File: config.mk
export PLATFORM = sky130hd
export DESIGN_NAME = muldiv_unit
export DESIGN_NICKNAME = d
export VERILOG_FILES = /design/src/muldiv_pkg.sv /design/src/long_divider.sv /design/src/muldiv_unit.sv /design/src/mult_seq.sv /design/src/vec_mult_lanes.sv
export SDC_FILE = /design/constraint.sdc
export NUM_CORES = 2
export LEC_CHECK = 0
export BUFFER_PORTS_ARGS = -buffer_cell sky130_fd_sc_hd__buf_2
export CORE_MARGIN = 2
export CORE_UTILIZATION = 40
export CTS_BUF_LIST = sky130_fd_sc_hd__clkbuf_4
export DETAILED_ROUTE_END_ITERATION = 12
export SLEW_MARGIN = 25
export SYNTH_ARGS = -nofsm -noshare
export SYNTH_HDL_FRONTEND = slang
export SYNTH_SLANG_ARGS = --single-unit
File: constraint.sdc
create_clock -name clk_i -period 14.3 [get_ports clk_i]
set_input_delay 1.43 -clock clk_i [delete_from_list [all_inputs] [get_ports clk_i]]
set_output_delay 1.43 -clock clk_i [all_outputs]
set_load 0.005 [all_outputs]
File: src/muldiv_pkg.sv
/*
 * Types shared by the multiply/divide unit. Operands are 32 bits wide and
 * the vector element width only has an effect on MUL.
 */
`default_nettype none

package muldiv_pkg;

  ////////////////////
  // widths
  ////////////////////

  // operand and result width
  localparam int unsigned word_w = 32;
  // one half-operand, feeds a 17-bit multiplier with its sign bit
  localparam int unsigned half_w = 16;
  // partial product sum or shifted remainder
  localparam int unsigned acc_w  = 34;
  // divider bit counter, counts 31 down to 0
  localparam int unsigned cnt_w  = 5;

  typedef logic [word_w-1:0] word_t;
  typedef logic [acc_w-1:0]  acc_t;

  ////////////////////
  // encodings
  ////////////////////

  typedef enum logic [1:0] {
    MD_OP_MULL = 2'd0,
    MD_OP_MULH = 2'd1,
    MD_OP_DIV  = 2'd2,
    MD_OP_REM  = 2'd3
  } md_op_e;

  // 2'd3 is not a legal width and falls back to the 32-bit behaviour
  typedef enum logic [1:0] {
    VSEW_8  = 2'd0,
    VSEW_16 = 2'd1,
    VSEW_32 = 2'd2
  } vsew_e;

  ////////////////////
  // request
  ////////////////////

  // signed_mode bit 0 marks op_a signed, bit 1 marks op_b signed
  typedef struct packed {
    md_op_e     op;
    logic [1:0] signed_mode;
    logic       vec;
    vsew_e      vsew;
    word_t      op_a;
    word_t      op_b;
  } md_req_t;

endpackage

`default_nettype wire

File: src/long_divider.sv
/*
 * Restoring long divider, one quotient bit per cycle. req_i must stay
 * stable from start until done. A zero divisor skips straight to finish.
 */
`timescale 1ns/1ps
`default_nettype none

module long_divider (
  input  logic                clk_i,
  input  logic                rst_ni,
  input  logic                start_i,
  input  muldiv_pkg::md_req_t req_i,
  output logic                done_o,
  output muldiv_pkg::word_t   result_o
);

  import muldiv_pkg::*;

  typedef enum logic [2:0] {
    DV_IDLE,
    DV_ABS_A,
    DV_ABS_B,
    DV_COMP,
    DV_LAST,
    DV_SIGN,
    DV_FINISH
  } div_state_e;

  div_state_e        state_q, state_d;
  logic [cnt_w-1:0]  cnt_q, cnt_d;
  logic              done_q;
  word_t             numer_q, numer_d;
  word_t             denom_q, denom_d;
  word_t             quot_q, quot_d;
  acc_t              rem_q, rem_d;
  logic [word_w:0]   sub_a;
  logic [word_w:0]   sub_b;
  logic [word_w+1:0] diff;
  logic              ge;
  word_t             next_rem;
  word_t             next_quot;
  word_t             one_shift;
  logic              sign_a;
  logic              sign_b;
  logic              is_div;
  logic              quot_neg;

  assign sign_a   = req_i.signed_mode[0] & req_i.op_a[word_w-1];
  assign sign_b   = req_i.signed_mode[1] & req_i.op_b[word_w-1];
  assign is_div   = (req_i.op == MD_OP_DIV);
  // divide by zero never reaches the sign step, so no exception is needed
  assign quot_neg = sign_a ^ sign_b;

  ////////////////////
  // subtractor
  ////////////////////

  // shared by abs, compare and final negation; top bit is the borrow
  assign diff = {1'b0, sub_a} - {1'b0, sub_b};
  assign ge   = ~diff[word_w+1];

  assign next_rem  = ge ? diff[word_w-1:0] : rem_q[word_w-1:0];
  assign one_shift = {{(word_w-1){1'b0}}, 1'b1} << cnt_q;
  assign next_quot = ge ? (quot_q | one_shift) : quot_q;

  ////////////////////
  // state machine
  ////////////////////

  always_comb begin
    state_d = state_q;
    cnt_d   = cnt_q;
    numer_d = numer_q;
    denom_d = denom_q;
    quot_d  = quot_q;
    rem_d   = rem_q;
    sub_a   = '0;
    sub_b   = {1'b0, denom_q};
    case (state_q)
      DV_IDLE: begin
        if (start_i) begin
          if (req_i.op_b == '0) begin
            // quotient all ones, remainder is the dividend
            rem_d   = is_div ? {2'b00, {word_w{1'b1}}} : {2'b00, req_i.op_a};
            state_d = DV_FINISH;
          end else begin
            state_d = DV_ABS_A;
          end
        end
      end
      DV_ABS_A: begin
        sub_b   = {1'b0, req_i.op_a};
        numer_d = sign_a ? diff[word_w-1:0] : req_i.op_a;
        quot_d  = '0;
        state_d = DV_ABS_B;
      end
      DV_ABS_B: begin
        sub_b   = {1'b0, req_i.op_b};
        denom_d = sign_b ? diff[word_w-1:0] : req_i.op_b;
        // first dividend bit already shifted in
        rem_d   = {{(acc_w-1){1'b0}}, numer_q[word_w-1]};
        cnt_d   = '1;
        state_d = DV_COMP;
      end
      DV_COMP: begin
        sub_a   = rem_q[word_w:0];
        quot_d  = next_quot;
        cnt_d   = cnt_q - 1'b1;
        rem_d   = {1'b0, next_rem, numer_q[cnt_d]};
        if (cnt_q == 1) begin
          state_d = DV_LAST;
        end
      end
      DV_LAST: begin
        // bit 0, then only the wanted word is kept
        sub_a   = rem_q[word_w:0];
        rem_d   = is_div ? {2'b00, next_quot} : {2'b00, next_rem};
        state_d = DV_SIGN;
      end
      DV_SIGN: begin
        sub_b = {1'b0, rem_q[word_w-1:0]};
        if (is_div ? quot_neg : sign_a) begin
          rem_d = {2'b00, diff[word_w-1:0]};
        end
        state_d = DV_FINISH;
      end
      DV_FINISH: begin
        state_d = DV_IDLE;
      end
      default: begin
        state_d = DV_IDLE;
      end
    endcase
  end

  always_ff @(posedge clk_i or negedge rst_ni) begin
    if (!rst_ni) begin
      state_q <= DV_IDLE;
      cnt_q   <= '0;
      done_q  <= 1'b0;
    end else begin
      state_q <= state_d;
      cnt_q   <= cnt_d;
      done_q  <= (state_q == DV_FINISH);
    end
  end

  always_ff @(posedge clk_i) begin
    numer_q <= numer_d;
    denom_q <= denom_d;
    quot_q  <= quot_d;
    rem_q   <= rem_d;
  end

  // rem_q holds the result from the last step until the next start
  assign result_o = rem_q[word_w-1:0];
  assign done_o   = done_q;

  assert property (@(posedge clk_i) disable iff (!rst_ni)
    state_q inside {DV_IDLE, DV_ABS_A, DV_ABS_B, DV_COMP, DV_LAST, DV_SIGN, DV_FINISH});

  // the top must not restart the divider while a division is running
  assert property (@(posedge clk_i) disable iff (!rst_ni)
    start_i |-> state_q == DV_IDLE);

endmodule

`default_nettype wire

File: src/muldiv_unit.sv
/*
 * Multiply/divide unit with a request/valid handshake and no result
 * back-pressure. result_o holds until the next valid_o pulse.
 */
`timescale 1ns/1ps
`default_nettype none

module muldiv_unit (
  input  logic                clk_i,
  input  logic                rst_ni,
  input  logic                req_valid_i,
  input  muldiv_pkg::md_req_t req_i,
  output logic                ready_o,
  output logic                valid_o,
  output muldiv_pkg::word_t   result_o
);

  import muldiv_pkg::*;

  md_req_t req_q;
  logic    accept;
  logic    busy_q;
  logic    start_q;
  logic    valid_q;
  word_t   result_q;
  logic    is_mul;
  logic    mul_start, div_start;
  logic    mul_done, div_done;
  word_t   mul_result, div_result;

  assign ready_o = ~busy_q;
  assign accept  = req_valid_i & ready_o;

  // steer the start pulse by operation class
  assign is_mul    = (req_q.op == MD_OP_MULL) || (req_q.op == MD_OP_MULH);
  assign mul_start = start_q & is_mul;
  assign div_start = start_q & ~is_mul;

  always_ff @(posedge clk_i or negedge rst_ni) begin
    if (!rst_ni) begin
      busy_q   <= 1'b0;
      start_q  <= 1'b0;
      valid_q  <= 1'b0;
      result_q <= '0;
    end else begin
      start_q <= accept;
      valid_q <= mul_done | div_done;
      // ready returns the cycle after valid_o
      if (accept) begin
        busy_q <= 1'b1;
      end else if (valid_q) begin
        busy_q <= 1'b0;
      end
      if (mul_done) begin
        result_q <= mul_result;
      end else if (div_done) begin
        result_q <= div_result;
      end
    end
  end

  always_ff @(posedge clk_i) begin
    if (accept) begin
      req_q <= req_i;
    end
  end

  mult_seq u_mult (
    .clk_i    (clk_i),
    .rst_ni   (rst_ni),
    .start_i  (mul_start),
    .req_i    (req_q),
    .done_o   (mul_done),
    .result_o (mul_result)
  );

  long_divider u_div (
    .clk_i    (clk_i),
    .rst_ni   (rst_ni),
    .start_i  (div_start),
    .req_i    (req_q),
    .done_o   (div_done),
    .result_o (div_result)
  );

  assign valid_o  = valid_q;
  assign result_o = result_q;

  // only one engine runs per request
  assert property (@(posedge clk_i) disable iff (!rst_ni) !(mul_done && div_done));

endmodule

`default_nettype wire

File: src/mult_seq.sv
/*
 * Multiply sequencer. MUL finishes one cycle after start, MULH two.
 * req_i must stay stable from start until done.
 */
`timescale 1ns/1ps
`default_nettype none

module mult_seq (
  input  logic                clk_i,
  input  logic                rst_ni,
  input  logic                start_i,
  input  muldiv_pkg::md_req_t req_i,
  output logic                done_o,
  output muldiv_pkg::word_t   result_o
);

  import muldiv_pkg::*;

  typedef enum logic {
    PH_LOW,
    PH_HIGH
  } mul_phase_e;

  mul_phase_e phase_q, phase_d;
  logic       done_q, done_d;
  logic       load_acc;
  logic       load_res;
  logic       signed_mult;
  acc_t       acc_q;
  acc_t       accum;
  acc_t       sum;
  word_t      low_word;
  word_t      result_q;

  // first phase sum shifted down by a half word for the ah*bh step
  assign signed_mult = (req_i.signed_mode != 2'b00);
  assign accum = {{half_w{signed_mult & acc_q[acc_w-1]}}, acc_q[acc_w-1:half_w]};

  vec_mult_lanes u_lanes (
    .req_i        (req_i),
    .high_phase_i (phase_q == PH_HIGH),
    .accum_i      (accum),
    .sum_o        (sum),
    .low_word_o   (low_word)
  );

  always_comb begin
    phase_d  = phase_q;
    done_d   = 1'b0;
    load_acc = 1'b0;
    load_res = 1'b0;
    case (phase_q)
      PH_LOW: begin
        if (start_i) begin
          if (req_i.op == MD_OP_MULH) begin
            phase_d  = PH_HIGH;
            load_acc = 1'b1;
          end else begin
            done_d   = 1'b1;
            load_res = 1'b1;
          end
        end
      end
      PH_HIGH: begin
        phase_d  = PH_LOW;
        done_d   = 1'b1;
        load_res = 1'b1;
      end
      default: begin
        phase_d = PH_LOW;
      end
    endcase
  end

  always_ff @(posedge clk_i or negedge rst_ni) begin
    if (!rst_ni) begin
      phase_q <= PH_LOW;
      done_q  <= 1'b0;
    end else begin
      phase_q <= phase_d;
      done_q  <= done_d;
    end
  end

  always_ff @(posedge clk_i) begin
    if (load_acc) begin
      acc_q <= sum;
    end
    if (load_res) begin
      result_q <= (phase_q == PH_HIGH) ? sum[word_w-1:0] : low_word;
    end
  end

  assign done_o   = done_q;
  assign result_o = result_q;

  // phase must be known once out of reset
  assert property (@(posedge clk_i) disable iff (!rst_ni) !$isunknown(phase_q));

endmodule

`default_nettype wire

File: src/vec_mult_lanes.sv
/*
 * Combinational datapath of the fracturable multiplier. The high phase
 * expects the accumulator already shifted and sign extended by the caller.
 * Vector packing is only applied for MUL with element width 8 or 16.
 */
`timescale 1ns/1ps
`default_nettype none

module vec_mult_lanes (
  input  muldiv_pkg::md_req_t req_i,
  input  logic                high_phase_i,
  input  muldiv_pkg::acc_t    accum_i,
  output muldiv_pkg::acc_t    sum_o,
  output muldiv_pkg::word_t   low_word_o
);

  import muldiv_pkg::*;

  logic                    vec_mode;
  logic                    sign_a;
  logic                    sign_b;
  logic [half_w:0]         mul_a [3];
  logic [half_w:0]         mul_b [3];
  logic signed [acc_w-1:0] mul_p [3];
  logic [7:0]              byte3_p;
  acc_t                    summand [3];

  // the vector flag only matters for the low word of MUL
  assign vec_mode = req_i.vec && (req_i.op == MD_OP_MULL) &&
                    (req_i.vsew == VSEW_8 || req_i.vsew == VSEW_16);

  assign sign_a = req_i.signed_mode[0] & req_i.op_a[word_w-1];
  assign sign_b = req_i.signed_mode[1] & req_i.op_b[word_w-1];

  ////////////////////
  // operand steering
  ////////////////////

  always_comb begin
    // scalar low phase: al*bl, al*bh, ah*bl
    mul_a[0] = {1'b0, req_i.op_a[half_w-1:0]};
    mul_b[0] = {1'b0, req_i.op_b[half_w-1:0]};
    mul_a[1] = {1'b0, req_i.op_a[half_w-1:0]};
    mul_b[1] = {sign_b, req_i.op_b[word_w-1:half_w]};
    mul_a[2] = {sign_a, req_i.op_a[word_w-1:half_w]};
    mul_b[2] = {1'b0, req_i.op_b[half_w-1:0]};

    // high phase reuses the third multiplier for ah*bh
    if (high_phase_i) begin
      mul_b[2] = {sign_b, req_i.op_b[word_w-1:half_w]};
    end

    if (vec_mode) begin
      case (req_i.vsew)
        VSEW_8: begin
          // bytes 0..2, byte 3 goes to the 8-bit multiplier
          for (int i = 0; i < 3; i++) begin
            mul_a[i] = {{(half_w-7){req_i.op_a[8*i+7]}}, req_i.op_a[8*i +: 8]};
            mul_b[i] = {{(half_w-7){req_i.op_b[8*i+7]}}, req_i.op_b[8*i +: 8]};
          end
        end
        VSEW_16: begin
          mul_a[0] = {req_i.op_a[half_w-1], req_i.op_a[half_w-1:0]};
          mul_b[0] = {req_i.op_b[half_w-1], req_i.op_b[half_w-1:0]};
          mul_a[1] = {req_i.op_a[word_w-1], req_i.op_a[word_w-1:half_w]};
          mul_b[1] = {req_i.op_b[word_w-1], req_i.op_b[word_w-1:half_w]};
        end
        default: begin
        end
      endcase
    end
  end

  ////////////////////
  // multipliers
  ////////////////////

  always_comb begin
    for (int i = 0; i < 3; i++) begin
      mul_p[i] = $signed(mul_a[i]) * $signed(mul_b[i]);
    end
  end

  // only the low byte is kept, so signedness does not matter here
  assign byte3_p = req_i.op_a[word_w-1:24] * req_i.op_b[word_w-1:24];

  ////////////////////
  // summation
  ////////////////////

  always_comb begin
    if (high_phase_i) begin
      summand[0] = accum_i;
      summand[1] = '0;
      summand[2] = mul_p[2];
    end else begin
      // al*bl is unsigned, only its upper half lines up with the cross terms
      summand[0] = {{(acc_w-half_w){1'b0}}, mul_p[0][2*half_w-1:half_w]};
      summand[1] = mul_p[1];
      summand[2] = mul_p[2];
    end
  end

  assign sum_o = summand[0] + summand[1] + summand[2];

  always_comb begin
    low_word_o = {sum_o[half_w-1:0], mul_p[0][half_w-1:0]};
    if (vec_mode) begin
      if (req_i.vsew == VSEW_8) begin
        low_word_o = {byte3_p, mul_p[2][7:0], mul_p[1][7:0], mul_p[0][7:0]};
      end else begin
        // each halfword product stays in its own half
        low_word_o = {mul_p[1][half_w-1:0], mul_p[0][half_w-1:0]};
      end
    end
  end

endmodule

`default_nettype wire

==> metrics.md <==
| Metric | Value |
|---|---|
| WL final | around 170000 um |
| Hold Crit Class | reg2reg |
| Vias per cell | between 5 and 6 |
| Slew of the pin with the lowest slew margin | 1.12 ns |
| Worst-case reg-to-reg path depth | 39 |
| Vias in the first global route | approximately 43000 |
| CTS tree | yes |
| Dominant cell type by area after synthesis | fa_1 |
| Max-slew headroom at the worst pin | 0.255 |
| Unrepaired setup endpoints after global routing | false |
| Synth top area cells | fa_1 (35%), edfxtp_1 (14%), ha_1 (8.1%) |
| GR peak layer | met2 |
| Post-synth EDFFs | 250 |
| Worst-skew pair later-pin latency | 1.03 ns |
| Tot GR Track Use | 0.263 |
| Met3 layer usage reported by global route | 0.0413 |
| Average wire per cell in the routed design | ~23 um |
| Starting density of the core | 0.402 |
| Drt drc | 0 |
| Top fanout value on the critical path | 45 |
| Area of the mapped netlist | between 50000 and 60000 um2 |
| Hold path depth | 1 |
| Die W | 367 um |
| Hold slack | 0.446 ns |
| # rows | between 100 and 150 |
| Total core area | 131000 um2 |
| M2 GR Usage | 0.424 |
| Shortest period the worst path allows | between 10 and 15 ns |
| CP Buf/Inv Count | 7 |
| Global-route wire length before repair | around 270000 um |
| Number of CTS-inserted buffers | 85 |
| Register bit total from synthesis | 296 |
| Count of pins on the block boundary | ~110 |
| Kind of launch point of the worst setup path | flip-flop |
| Max Transition Viols Final | 0 |
| Slowest stage cell, crit path | or4b_2 |
| Synth-to-Final Area Change | 7.19% |
| Final setup violating endpoints | 0 |
| Synth cell count leaders | inv_1 (1035), fa_1 (921), nand2_1 (728) |
| Die footprint | between 100000 and 150000 um2 |
| Placement Cell Area | 55200 um2 |
| DRC violation total after the first TritonRoute iteration | about 3700 |
| Number of distinct library cells after synthesis | 86 |
| Worst Setup End Kind | flip-flop |
| Pin count of the biggest net entering global routing | 70 |
| Count of antenna-violating nets left after detailed routing | 0 |
| Area share of the largest cell type after synthesis | 0.351 |
| Required time at the endpoint of the critical path | around 15 ns |
| Destination of the worst register-to-register timing path | u_mult.acc_q[32] |
| Status | completed |
| Dpl hpwl | around 130000 um |
| Worst hold path startpoint | valid_o |
| Final estimated routing congestion in global placement | approximately 0.95 |
| Arrival @ worst endpoint | 13.16 ns |
| Final design utilization | 0.430 |
| Number of H-tree levels | 3 |
| Sequential area share after synthesis | 0.165 |
| Worst R2R Setup Slack | 1.95 ns |
| Startpoint of the worst register-to-register path | req_q[70] |
| Portion of the clock cycle consumed by the worst path in the final layout | 0.864 |
| Biggest cell delay along the critical path | 0.70 ns |
| Number of buffers inserted to repair setup after CTS | 0 |
| Reported max-cap violation count | 0 |
| Fraction of layout cells with a size suffix above 1 | 0.0788 |
| Final hold violations | 0 |
| Fraction of met1 tracks used by global routing | 0.350 |
| Top cell family by delay on the critical path | adder cells |
| Cell repeated most along the worst path | fa_1 |
| Post-CTS sizing | 0 |
| End point of the most critical hold path | busy_q |
| Input/output buffers | ~110 |
| Clock transition at the register clock pins on the worst setup and hold paths after CTS | ~0.07 ns |
| Number of antenna violations at the first check in global routing | 5 |
| Number of synthesis warnings | 0 |
| Post-synth net total | approximately 7100 |
| Average cell area after synthesis | ~9 um2 |
| Primary FF master, synth | edfxtp_1 |
| Share of synthesized flip-flops with an asynchronous set or reset | 0.155 |
| Number of iterations in the first detailed-routing pass | 6 |
| Hold buffer count at cts | 0 |
| Leading cell type by number of instances after synthesis | inv_1 |
| Critical path class | reg2reg |
| Clock tree buffer depth | 3 |
| Buffer type at the clock tree root | clkbuf_4 |
| Final instance area | ~56000 um2 |
| Worst setup skew after layout | 0.113 ns |
| Gate Count Post-Synth | between 5000 and 6000 |
| Floorplan die height | approximately 370 um |
| GRT overflow | 0 |
| Number of nets at the end of the flow | slightly above 7000 |
| Fmax | 0.0809 GHz |
| Count of clock tree sinks | just under 300 |
| Vias post-DR | approximately 42000 |
| Post-route setup TNS | 0 ns |
per-layer routing:
metal | wire (um) | vias up
li1 | - | 18400
met3 | 13000 | 378
met4 | 8840 | 2
met2 | 80600 | 1709
met5 | 10 | -
met1 | 71900 | 21200
through the flow:
stage	worst slack [ns]	cells
floorplan	3.12	5723
global route	1.23	7581
finish	1.95	7584
detailed placement	2.00	7422
CTS	2.06	7578
global placement	2.16	7421
layout make-up:
class                   count  area [um2]
clock inverters            33         186
repair buffers            228        1460
inverters                1036        3890
well taps                1755        2200
flip-flops and latches    296        8660
fillers                 13000       74600
clock buffers             123         923
diodes                      6        15.0
multi-input cells        4107       39000
worst register-to-register path: cells and delay by family, from the launching register on:
kind,cells,cell delay [ns]
simple gates,7,2.23
compound gates,14,3.84
mux,1,0.13
buf+inv,7,0.99
xor+xnor,1,0.14
flops,1,0.50
fa+ha+maj,9,4.36
state kept, by name (all words and copies together) (netlist names), 5 cells and up:
signal           count
result_o            32
u_div.rem_q         33
u_div.cnt_q          5
u_mult.result_o     32
u_div.quot_q        32
req_q               71
u_mult.acc_q        18
u_div.denom_q       32
u_div.numer_q       32
worst max-delay path by stage:
stage	end	cells past startpoint	startpoint	slack [ns]
4_1_cts	u_mult.acc_q[33]	37	req_q[70]	2.06
6_report	u_mult.acc_q[32]	39	req_q[70]	1.95
2_1_floorplan	u_mult.acc_q[33]	41	req_q[70]	3.12
5_1_grt	u_mult.acc_q[33]	41	req_q[70]	1.23
3_3_place_gp	u_mult.acc_q[33]	37	req_q[70]	2.16
3_5_place_dp	u_mult.acc_q[33]	37	req_q[70]	2.00
cell usage in the layout, fill, tap and decap left out, drive strengths merged, types with 50 or more instances in the layout:
master  instances
xnor2         123
a21o          127
buf           228
nor2          404
edfxtp        250
o21ai         233
clkbuf        123
xor2           50
fa            921
inv          1039
mux2i          86
nand2         728
ha            340
and2          246
a21oi         229
logic make-up after synthesis:
kind of cell / count (synthesis) / synth area share
AND/OR/NAND/NOR: 1605 / 0.137
adder cells (fa/ha/maj): 1261 / 0.431
multiplexers: 134 / 0.0284
XOR/XNOR: 174 / 0.0292
AO/OA/AOI/OAI: 933 / 0.115
flip-flops: 296 / 0.165
buffers and inverters: 1320 / 0.0948
Power is not shown: default switching activity piles up to over one toggle a cycle in this logic, so the estimate is an artifact.
